### src/source/arcade_input_pkg.sv
//////////////////////////////////////////////////
// Shared types for the arcade input front end
// Imported by every module of the controls path
//////////////////////////////////////////////////

package arcade_input_pkg;

    // Keyboard scan codes recognized by the decoder
    typedef enum logic [7:0] {
        KEY_START1 = 8'h16,
        KEY_START2 = 8'h1E,
        KEY_COIN1  = 8'h2E,
        KEY_COIN2  = 8'h36,
        KEY_PAUSE  = 8'h4D,
        KEY_UP     = 8'h75,
        KEY_DOWN   = 8'h72,
        KEY_LEFT   = 8'h6B,
        KEY_RIGHT  = 8'h74,
        KEY_A      = 8'h14,
        KEY_B      = 8'h11,
        KEY_X      = 8'h29,
        KEY_Y      = 8'h12
    } key_code_e;

    // One keyboard event, toggle flips per event
    typedef struct packed {
        logic       toggle;
        logic       pressed;
        logic       extended;
        logic [7:0] code;
    } ps2_key_t;

    // Held keyboard buttons
    typedef struct packed {
        logic up;
        logic down;
        logic left;
        logic right;
        logic a;
        logic b;
        logic x;
        logic y;
        logic coin1;
        logic coin2;
        logic start1;
        logic start2;
        logic pause;
    } key_state_t;

    // Gamepad word and its bit positions, 12 to 15 unused
    typedef logic [15:0] pad_t;

    localparam int PAD_RIGHT  = 0;
    localparam int PAD_LEFT   = 1;
    localparam int PAD_DOWN   = 2;
    localparam int PAD_UP     = 3;
    localparam int PAD_A      = 4;
    localparam int PAD_B      = 5;
    localparam int PAD_X      = 6;
    localparam int PAD_Y      = 7;
    localparam int PAD_START1 = 8;
    localparam int PAD_COIN1  = 9;
    localparam int PAD_START2 = 10;
    localparam int PAD_PAUSE  = 11;

    // Per-player controls, all active high
    typedef struct packed {
        logic [3:0] joystick;   // up, down, left, right
        logic [3:0] buttons;    // a, b, x, y
        logic       start1;
        logic       coin1;
        logic       start2;
        logic       pause;
    } player_ctrl_t;

    // One write from the download channel
    typedef struct packed {
        logic        wr;
        logic [7:0]  index;
        logic [16:0] addr;
        logic [7:0]  data;
    } dip_write_t;

    localparam logic [7:0] DIP_INDEX = 8'd254;
    localparam int         DIP_BYTES = 8;

endpackage
### src/source/arcade_input_top.sv
//////////////////////////////////////////////////
// Controls and DIP front end of the arcade core
// Keyboard and pads in, cabinet ports out
//////////////////////////////////////////////////

`timescale 1ns/1ps

module arcade_input_top
    import arcade_input_pkg::*;
#(
    parameter int NUM_PLAYERS = 2
) (
    input  logic                        CLK_32M,
    input  logic                        rst_n,
    input  ps2_key_t                    ps2_key,
    input  pad_t                        pads [NUM_PLAYERS],
    input  logic                        osd_pause_en,
    input  logic                        osd_status,
    input  dip_write_t                  dip_write,
    output logic [1:0]                  coin_n,
    output logic [1:0]                  start_n,
    output logic [NUM_PLAYERS-1:0][3:0] joystick_n,
    output logic [NUM_PLAYERS-1:0][3:0] buttons_n,
    output logic                        pause,
    output logic [15:0]                 dip_sw
);

    key_state_t   keys;
    player_ctrl_t ctrl [NUM_PLAYERS];

    ps2_key_decoder ps2_key_decoder_inst (
        .CLK_32M (CLK_32M),
        .rst_n   (rst_n),
        .ps2_key (ps2_key),
        .keys    (keys)
    );

    // One merge stage per player
    for (genvar p = 0; p < NUM_PLAYERS; p++) begin : g_player
        player_merge player_merge_inst (
            .keys (keys),
            .pad  (pads[p]),
            .ctrl (ctrl[p])
        );
    end

    cabinet_ports #(
        .NUM_PLAYERS (NUM_PLAYERS)
    ) cabinet_ports_inst (
        .CLK_32M      (CLK_32M),
        .rst_n        (rst_n),
        .ctrl         (ctrl),
        .keys         (keys),
        .osd_pause_en (osd_pause_en),
        .osd_status   (osd_status),
        .coin_n       (coin_n),
        .start_n      (start_n),
        .joystick_n   (joystick_n),
        .buttons_n    (buttons_n),
        .pause        (pause)
    );

    dip_switch_bank dip_switch_bank_inst (
        .CLK_32M   (CLK_32M),
        .rst_n     (rst_n),
        .dip_write (dip_write),
        .dip_sw    (dip_sw)
    );

endmodule

### src/source/dip_switch_bank.sv
//////////////////////////////////////////////////
// DIP switch bytes written by the download channel
// Bytes 1 and 0 are presented inverted to the core
//////////////////////////////////////////////////

`timescale 1ns/1ps

module dip_switch_bank
    import arcade_input_pkg::*;
(
    input  logic        CLK_32M,
    input  logic        rst_n,
    input  dip_write_t  dip_write,
    output logic [15:0] dip_sw
);

    localparam int ADDR_W = $clog2(DIP_BYTES);

    logic [DIP_BYTES-1:0][7:0] dip_mem;
    logic                      dip_accept;

    // Only the DIP index and addresses inside the bank are taken
    assign dip_accept = dip_write.wr
                     && (dip_write.index == DIP_INDEX)
                     && (dip_write.addr < 17'(DIP_BYTES));

    always_ff @(posedge CLK_32M or negedge rst_n) begin
        if (!rst_n) begin
            dip_mem <= '0;
        end else if (dip_accept) begin
            dip_mem[dip_write.addr[ADDR_W-1:0]] <= dip_write.data;
        end
    end

    // Switches are active low on the core side
    assign dip_sw = ~{dip_mem[1], dip_mem[0]};

    // Stored bytes hold between accepted writes
    a_dip_hold: assert property (
        @(posedge CLK_32M) disable iff (!rst_n)
        !dip_accept |=> $stable(dip_mem)
    ) else $error("DIP bank changed without an accepted write");

endmodule

### src/source/cabinet_ports.sv
//////////////////////////////////////////////////
// Registered active-low cabinet ports and pause
// Fed by all player merge stages plus the keyboard
//////////////////////////////////////////////////

`timescale 1ns/1ps

module cabinet_ports
    import arcade_input_pkg::*;
#(
    parameter int NUM_PLAYERS = 2
) (
    input  logic                        CLK_32M,
    input  logic                        rst_n,
    input  player_ctrl_t                ctrl [NUM_PLAYERS],
    input  key_state_t                  keys,
    input  logic                        osd_pause_en,
    input  logic                        osd_status,
    output logic [1:0]                  coin_n,
    output logic [1:0]                  start_n,
    output logic [NUM_PLAYERS-1:0][3:0] joystick_n,
    output logic [NUM_PLAYERS-1:0][3:0] buttons_n,
    output logic                        pause
);

    logic [NUM_PLAYERS-1:0] req_start1;
    logic [NUM_PLAYERS-1:0] req_coin1;
    logic [NUM_PLAYERS-1:0] req_start2;
    logic [NUM_PLAYERS-1:0] req_pause;
    logic m_start1, m_start2, m_coin1, m_coin2, m_pause;
    logic pause_btn_q;
    logic pause_rise;
    logic pause_tgl;
    logic pause_tgl_next;

    // Gather the system requests of every player
    always_comb begin
        for (int p = 0; p < NUM_PLAYERS; p++) begin
            req_start1[p] = ctrl[p].start1;
            req_coin1[p]  = ctrl[p].coin1;
            req_start2[p] = ctrl[p].start2;
            req_pause[p]  = ctrl[p].pause;
        end
    end

    assign m_start1 = keys.start1 | (|req_start1);
    assign m_start2 = keys.start2 | (|req_start2);
    assign m_coin1  = keys.coin1 | (|req_coin1);
    assign m_coin2  = keys.coin2;                    // keyboard only
    assign m_pause  = keys.pause | (|req_pause);

    assign pause_rise     = m_pause & ~pause_btn_q;
    assign pause_tgl_next = pause_tgl ^ pause_rise;

    always_ff @(posedge CLK_32M or negedge rst_n) begin
        if (!rst_n) begin
            coin_n      <= '1;
            start_n     <= '1;
            joystick_n  <= '1;
            buttons_n   <= '1;
            pause_btn_q <= 1'b0;
            pause_tgl   <= 1'b0;
            pause       <= 1'b0;
        end else begin
            coin_n      <= ~{m_coin2, m_coin1};
            start_n     <= ~{m_start2, m_start1};
            for (int p = 0; p < NUM_PLAYERS; p++) begin
                joystick_n[p] <= ~ctrl[p].joystick;
                buttons_n[p]  <= ~ctrl[p].buttons;
            end
            pause_btn_q <= m_pause;
            pause_tgl   <= pause_tgl_next;
            // OSD open with pause enabled holds the core paused
            pause       <= pause_tgl_next | (osd_pause_en & osd_status);
        end
    end

    // Pause toggle only flips on a new press
    a_pause_toggle: assert property (
        @(posedge CLK_32M) disable iff (!rst_n)
        !pause_rise |=> $stable(pause_tgl)
    ) else $error("pause toggled without a pause press");

endmodule

### src/source/player_merge.sv
//////////////////////////////////////////////////
// One player's gamepad merged with the keyboard
//////////////////////////////////////////////////

`timescale 1ns/1ps

module player_merge
    import arcade_input_pkg::*;
(
    input  key_state_t   keys,
    input  pad_t         pad,
    output player_ctrl_t ctrl
);

    // Directions in up, down, left, right order
    assign ctrl.joystick = {
        keys.up    | pad[PAD_UP],
        keys.down  | pad[PAD_DOWN],
        keys.left  | pad[PAD_LEFT],
        keys.right | pad[PAD_RIGHT]
    };

    // Buttons in a, b, x, y order
    assign ctrl.buttons = {
        keys.a | pad[PAD_A],
        keys.b | pad[PAD_B],
        keys.x | pad[PAD_X],
        keys.y | pad[PAD_Y]
    };

    // System requests come from the pad only,
    // the keyboard side is added once in the port register
    assign ctrl.start1 = pad[PAD_START1];
    assign ctrl.coin1  = pad[PAD_COIN1];
    assign ctrl.start2 = pad[PAD_START2];
    assign ctrl.pause  = pad[PAD_PAUSE];

endmodule

### src/source/ps2_key_decoder.sv
//////////////////////////////////////////////////
// Turns toggle-marked keyboard events into held
// button levels for the player merge stage
//////////////////////////////////////////////////

`timescale 1ns/1ps

module ps2_key_decoder
    import arcade_input_pkg::*;
(
    input  logic       CLK_32M,
    input  logic       rst_n,
    input  ps2_key_t   ps2_key,
    output key_state_t keys
);

    logic toggle_q;
    logic key_event;

    // A new event is marked by the toggle bit changing
    assign key_event = ps2_key.toggle != toggle_q;

    always_ff @(posedge CLK_32M or negedge rst_n) begin
        if (!rst_n) begin
            toggle_q <= 1'b0;
            keys     <= '0;
        end else begin
            toggle_q <= ps2_key.toggle;
            if (key_event) begin
                case (ps2_key.code)
                    // System keys
                    KEY_START1: keys.start1 <= ps2_key.pressed;
                    KEY_START2: keys.start2 <= ps2_key.pressed;
                    KEY_COIN1:  keys.coin1  <= ps2_key.pressed;
                    KEY_COIN2:  keys.coin2  <= ps2_key.pressed;
                    KEY_PAUSE:  keys.pause  <= ps2_key.pressed;

                    // Directions, shared by all players
                    KEY_UP:     keys.up     <= ps2_key.pressed;
                    KEY_DOWN:   keys.down   <= ps2_key.pressed;
                    KEY_LEFT:   keys.left   <= ps2_key.pressed;
                    KEY_RIGHT:  keys.right  <= ps2_key.pressed;

                    // Fire buttons
                    KEY_A:      keys.a      <= ps2_key.pressed;
                    KEY_B:      keys.b      <= ps2_key.pressed;
                    KEY_X:      keys.x      <= ps2_key.pressed;
                    KEY_Y:      keys.y      <= ps2_key.pressed;

                    // Anything else leaves the held state alone
                    default: ;
                endcase
            end
        end
    end

    //////////////////////////////////////////////////
    // Checks
    //////////////////////////////////////////////////

    // Held buttons only move on a toggle change
    a_keys_hold: assert property (
        @(posedge CLK_32M) disable iff (!rst_n)
        !key_event |=> $stable(keys)
    ) else $error("keys changed without a keyboard event");

endmodule

### config.mk
export PLATFORM = sky130hd
export DESIGN_NAME = arcade_input_top
export DESIGN_NICKNAME = d
export VERILOG_FILES = /design/src/source/arcade_input_pkg.sv /design/src/source/arcade_input_top.sv /design/src/source/dip_switch_bank.sv /design/src/source/cabinet_ports.sv /design/src/source/player_merge.sv /design/src/source/ps2_key_decoder.sv
export SDC_FILE = /design/constraint.sdc
export NUM_CORES = 1
export LEC_CHECK = 0
export ABC_CLOCK_PERIOD_IN_PS = 1400
export BUFFER_PORTS_ARGS = -buffer_cell sky130_fd_sc_hd__buf_4
export CAP_MARGIN = 25
export CORE_ASPECT_RATIO = 0.9
export CORE_MARGIN = 5
export CORE_UTILIZATION = 40
export CTS_CLUSTER_DIAMETER = 80
export DETAILED_ROUTE_END_ITERATION = 8
export PLACE_DENSITY = 0.81
export SYNTH_ARGS = -nofsm -noshare
export SYNTH_HDL_FRONTEND = slang
export SYNTH_SLANG_ARGS = --single-unit
### constraint.sdc
create_clock -name CLK_32M -period 1.4 [get_ports CLK_32M]
set_input_delay 0.21 -clock CLK_32M [delete_from_list [all_inputs] [get_ports CLK_32M]]
set_output_delay 0.21 -clock CLK_32M [all_outputs]
set_load 0.03 [all_outputs]
==> results of run 1 <==
[cell families after synthesis]
family / Yosys count / synth area share [%]
AND/OR/NAND/NOR: 60 / 16.01
multiplexers: 29 / 16.53
flip-flops: 53 / 62.64
buffers and inverters: 19 / 3.654
XOR/XNOR: 2 / 0.8122
AO/OA/AOI/OAI: 1 / 0.3482
[path summary, 6_finish.rpt]
check	startpoint	endpoint	slack (ns)	cells past startpoint
max	ps2_key_decoder_inst.toggle_q	ps2_key_decoder_inst.keys[5]	-0.22	4
min	pads[1]	cabinet_ports_inst.joystick_n[5]	0.009	2
max reg2reg	ps2_key_decoder_inst.toggle_q	ps2_key_decoder_inst.keys[5]	-0.22	4
min reg2reg	ps2_key_decoder_inst.keys[4]	cabinet_ports_inst.coin_n[0]	0.39	1
max in group asynchronous	rst_n	ps2_key_decoder_inst.keys[12]	0.50	2
min in group asynchronous	rst_n	cabinet_ports_inst.pause	0.45	2
[cell usage after synthesis, types with 2 or more instances]
master	count	area share, %
nor3_1	10	2.3
mux2_4	8	5.6
nand2b_1	5	1.5
nand2_1	4	0.70
nor4_1	9	2.6
nor2b_1	2	0.58
inv_1	17	3.0
nand4_1	2	0.58
mux2_2	21	11
dfstp_2	20	24
nor2_1	17	3.0
nand3_1	2	0.46
dfrtp_1	33	38
[sequential cells by signal, indices dropped and copies added, names as in the netlist]
signal / count
ps2_key_decoder_inst.keys: 13
cabinet_ports_inst.pause_btn_q: 1
dip_switch_bank_inst.dip_mem: 16
cabinet_ports_inst.coin_n: 2
cabinet_ports_inst.pause: 1
ps2_key_decoder_inst.toggle_q: 1
cabinet_ports_inst.buttons_n: 8
cabinet_ports_inst.start_n: 2
cabinet_ports_inst.joystick_n: 8
cabinet_ports_inst.pause_tgl: 1
[through the flow]
stage                     area (um2)  setup TNS [ns]  worst slack (ns)  hold slack, ns  power [W]
after floorplan                 2215          -3.262           -0.2584        -0.08559   0.001884
after global placement          3229          -8.210           -0.3908          0.2727   0.002189
after detailed placement        3229          -9.008           -0.4304          0.2789   0.002212
after CTS                       3395          -2.845           -0.2314       0.0001607   0.003069
after global routing            3482          -4.852           -0.2938       0.0008313   0.003203
final                           3482          -2.856           -0.2201        0.009436   0.003059
[area by class of cell]
type / instances / area [um2]
timing repair buffer: 133 / 1026
clock buffer: 6 / 72.57
tap: 67 / 83.83
fill: 426 / 1773
multi-input combinational: 92 / 870.8
sequential: 53 / 1351
inverter: 17 / 63.81
clock inverter: 2 / 13.76
[what timing repair did]
| item | in CTS | in global routing |
|---|---|---|
| hold buffers | 2 | 3 |
| endpoints found under the setup margin | 28 | 29 |
| hold endpoints to repair | 34 | 3 |
| gates resized for setup | 11 | 7 |
| setup buffers | 1 | 1 |
| pin swaps | 3 | 1 |
[metal layers]
layer  vias up  track usage [%]
li1        831                -
met1       874            17.53
met2        40            29.74
met3         5            3.818
met4         0            3.528
met5         -                0
[report_power, final]
part	total [W]	switching [W]	internal, W
Combinational	0.000547	0.000266	0.000282
Clock	0.000845	0.000487	0.000357
Sequential	0.00167	0.0000350	0.00163
==> results.yml, run 1 <==
drt:
  routed.top_layer: "met4"
  firstDrtPassIters: 4
  ant_nets: 0
  drc_errors: 0
  met1_length_um: 1984
  wl_met3_um: 305
  wirelength_um: 5501
  viasPerCell: 4.730
  wl_met2_um: 3162
  num_vias: 1750
  wl_per_cell_um: 14.87
  drt-initial-drc-count: 49
logic_synthesis:
  seq_area_frac_synth_pct: 62.65
  yosys_most_used_dff: "dfrtp_1"
  synth_edf_count: 0
  synth_nets: 245
  ys_warn_count: 0
  ys_ff_latch: 53
  synthDistinctLibCells: 27
  async_flop_share_pct: 100.0
  postSynthCellCount: 164
  syn_area_um2: 2157
  syn_area_per_cell_um2: 13.15
cells_and_area:
  drive_gt1_share_pct: 67.66
  final_common_cell: "buf_4"
  num-nets-final: 383
  post-route-util_pct: 66.26
  antenna_cells: 0
  area_growth_pct: 61.43
  final_cells: 370
  final_cell_mix: "buf_4 (124), dfrtp_1 (33), mux2_2 (20), dfstp_2 (20)"
global_routing:
  first_global_vias: 1838
  antenna_found_initial: 0
  gr-total-overflow: 0
  track_usage_pct: 15.71
  grt_max_degree: 54
  grt_pass1_wl_um: 8535
status:
  outcome: "finished, violations left"
  violations: "setup timing"
power_and_ir_drop:
  p_leak_nw: 1.644
  power_density_nw_per_um2: 878.5
  ir_worst_vdd_mv: 0.5382
floorplan:
  fp.dieH_um: 79.67
  die_w_um: 87.41
  initial_core_util_pct: 41.05
  core_um2: 5255
  ioPinCount: 118
  std_cell_rows: 25
  die_area_um2: 6963
clock_tree:
  clk-insertion-delay-late_ns: 0.30
  cts_num_sinks: 53
  cts_tree: "built"
  numCtsBuffers: 5
  clkTransAtPathRegs_ns: 0.10
  clock-root-buffer: "clkbuf_8"
  clockBufferDepth: 2
  htree_levels: 2
timing:
  skew_ns: 0.009254
  max_freq_ghz: 0.6173
  final_max_slew_viol_count: 0
  worst_pin_slew_ns: 0.6431
  rsz0062_at_grt: "yes"
  finalSetupViolations: 25
  period_minus_slack_ns: 1.620
  relSlewSlack_pct: 57.12
  setup_ws_ns: -0.2201
  hold_viol_final: 0
  min_period_over_period_pct: 115.7
placed_design:
  place_inst: 355
  io_buffers: 108
  dpl.hpwl_um: 4312
  place.gp.congestion: 0.8292
critical_path:
  cp.required_ns: 1.59
  crit_path_start_kind: "flip-flop"
  critPathMaxFanout: 5
  critical_path.endpoint_type: "flip-flop"
  path_buf_inv: 0
  crit_arrival_ns: 1.81
  critPathKind: "reg -> reg"
  slowest_delay_ns: 0.43
  path_cells: "xor2_4 -> nand3_2 -> nor4_2 -> mux2_2"
  crit_family: "simple AND/OR/NAND/NOR gates"
  slowest_stage: "dfrtp_1"
worst_hold_path:
  hold_class: "in -> reg"
job:
  cap_viol_max_count: 0
Note: power is estimated with default switching activity, not from simulation.
==> run 2: changes to the inputs <==
--- a/config.mk
+++ b/config.mk
@@ -5,15 +5,16 @@
 export SDC_FILE = /design/constraint.sdc
 export NUM_CORES = 1
 export LEC_CHECK = 0
-export ABC_CLOCK_PERIOD_IN_PS = 1400
+export ABC_CLOCK_PERIOD_IN_PS = 1500
 export BUFFER_PORTS_ARGS = -buffer_cell sky130_fd_sc_hd__buf_4
 export CAP_MARGIN = 25
 export CORE_ASPECT_RATIO = 0.9
 export CORE_MARGIN = 5
-export CORE_UTILIZATION = 40
+export CORE_UTILIZATION = 44
 export CTS_CLUSTER_DIAMETER = 80
 export DETAILED_ROUTE_END_ITERATION = 8
-export PLACE_DENSITY = 0.81
+export PLACE_DENSITY = 0.84
+export RECOVER_POWER = 50
 export SYNTH_ARGS = -nofsm -noshare
 export SYNTH_HDL_FRONTEND = slang
 export SYNTH_SLANG_ARGS = --single-unit
==> constraint.sdc (replaced) <==
create_clock -name CLK_32M -period 1.5 [get_ports CLK_32M]
set_input_delay 0.225 -clock CLK_32M [delete_from_list [all_inputs] [get_ports CLK_32M]]
set_output_delay 0.225 -clock CLK_32M [all_outputs]
set_load 0.03 [all_outputs]
==> run 2 against run 1 <==
The flow still finishes with violations (setup timing). Critical path type unchanged. Wire length grew 6.5%. Final cell count fell by 3.2%. Utilization rose by 5.9 points. Sequential power down 7%. First-iteration DRC count down 8.2%. Largest power group unchanged. Highest routed layer unchanged. Die area shrank 8.0%. Combinational power decreased by 9.9%.
==> results.yml, run 2 (synthesis results as in run 1) <==
critical_path:
  r2r_cells: 4
  crit_arrival_ns: 1.95
  cp-startpoint: "ps2_key_decoder_inst.toggle_q"
  cp_num_cells: 4
  crit_family: "simple AND/OR/NAND/NOR gates"
  path_buf_inv: 0
  crit_path_start_kind: "flip-flop"
  critical_path.endpoint_type: "flip-flop"
  timing.rr.start: "ps2_key_decoder_inst.toggle_q"
  critPathKind: "reg -> reg"
  reg2reg_to: "ps2_key_decoder_inst.keys[9]"
  cp.required_ns: 1.70
  slowest_stage: "dfrtp_1"
  critPathMaxFanout: 5
  path_cells: "xor2_4 -> nand4_1 -> nor4_2 -> mux2_2"
  ff2ff_setup_slack_ns: -0.25
  slowest_delay_ns: 0.43
timing:
  rsz0062_at_grt: "yes"
  relSlewSlack_pct: 53.79
  period_minus_slack_ns: 1.752
  worst_pin_slew_ns: 0.6932
  skew_ns: 0.008239
  setup_ws_ns: -0.2521
  min_period_over_period_pct: 116.8
  finalSetupViolations: 20
  final_max_slew_viol_count: 0
  max_freq_ghz: 0.5707
  hold_viol_final: 0
placed_design:
  io_buffers: 108
  place.gp.congestion: 0.8134
  place_inst: 344
  pre_cts_ws_ns: -0.3854
  dpl.hpwl_um: 4157
global_routing:
  first_global_vias: 1838
  gr-total-overflow: 0
  grt_max_degree: 54
  grt_pass1_wl_um: 8838
  track_usage_pct: 17.38
  antenna_found_initial: 0
cells_and_area:
  num-nets-final: 373
  drive_gt1_share_pct: 66.55
  final_cell_mix: "buf_4 (113), dfrtp_1 (33), dfstp_2 (20)"
  area_growth_pct: 60.79
  antenna_cells: 0
  largestRegisters: "dip_switch_bank_inst.dip_mem (16), ps2_key_decoder_inst.keys (13)"
  final_common_cell: "buf_4"
  post-route-util_pct: 72.19
  final_cells: 358
  largest_reg_flops: 16
  regMostFlops: "dip_switch_bank_inst.dip_mem"
worst_hold_path:
  hold_start: "pads[3]"
  hold_class: "in -> reg"
  hold_path_end: "cabinet_ports_inst.joystick_n[7]"
  hold_depth: 2
clock_tree:
  cts_tree: "built"
  clockBufferDepth: 2
  cts_num_sinks: 53
  clk-insertion-delay-late_ns: 0.30
  clkTransAtPathRegs_ns: 0.09
  clock-root-buffer: "clkbuf_8"
  htree_levels: 2
  numCtsBuffers: 5
drt:
  wl_per_cell_um: 16.37
  wirelength_um: 5861
  viasPerCell: 4.791
  ant_nets: 0
  firstDrtPassIters: 2
  drc_errors: 0
  num_vias: 1715
  drt-initial-drc-count: 45
status:
  outcome: "finished, violations left"
  violations: "setup timing"
power_and_ir_drop:
  power_density_nw_per_um2: 875.1
  p_leak_nw: 1.630
  ir_worst_vdd_mv: 0.4301
job:
  cap_viol_max_count: 0
floorplan:
  die_area_um2: 6405
  std_cell_rows: 24
  initial_core_util_pct: 44.90
  ioPinCount: 118
  fp.dieH_um: 76.43
  core_um2: 4805
  die_w_um: 83.81
## run 2: cell count changes in the layout (fill, tap and decap cells not counted), sizes merged
cell | previous run | this run
buf | 128 | 118
bufinv | 0 | 1
clkbuf | 6 | 9
clkinv | 1 | 0
clkinvlp | 0 | 1
dlygate4sd3 | 5 | 2
inv | 18 | 17
## run 2: power breakdown
group / switching, W / internal (W)
registers: 0.0000323 / 0.00152
logic: 0.000252 / 0.000240
clock network: 0.000445 / 0.000542
total: 0.000729 / 0.00231
## run 2: cell type report
type / instances / area (um2)
clock buffers: 6 / 82.58
clock inverters: 2 / 37.54
fillers: 326 / 1336
inverters: 17 / 63.81
multi-input cells: 92 / 899.6
flip-flops and latches: 53 / 1351
well taps: 65 / 81.33
repair buffers: 123 / 952.2
## run 2: metrics by stage
step	TNS [ns]	total power, W	cell area, um2	hold slack [ns]
final	-1.855	0.003035	3468	0.01757
after global routing	-2.820	0.003158	3468	0.002454
after CTS	-1.357	0.003048	3363	0.008472
after detailed placement	-7.176	0.002032	3127	0.2976
after global placement	-5.764	0.002020	3127	0.2843
after floorplan	-1.594	0.001753	2170	-0.07059
## run 2: worst max-delay path by stage
stage,end,slack [ns]
after floorplan,dip_switch_bank_inst.dip_mem[0],-0.17
after global placement,dip_switch_bank_inst.dip_mem[3],-0.32
after detailed placement,dip_switch_bank_inst.dip_mem[0],-0.39
after CTS,ps2_key_decoder_inst.keys[8],-0.16
after global routing,ps2_key_decoder_inst.keys[9],-0.30
final,ps2_key_decoder_inst.keys[9],-0.25
## run 2: routing by layer
metal	global-route usage [%]	vias up	wire, um
met5	0	-	0
met4	7.556	0	121
met3	3.243	12	220
met2	32.91	40	3429
met1	18.59	845	2090
li1	-	818	-
## run 2: repair_timing
item	in CTS	in global routing
setup buffers	1	3
hold endpoints to repair	33	1
setup endpoints to repair	28	21
resized for setup	19	11
hold buffers	1	1
gates cloned	0	0
pin swaps	6	2
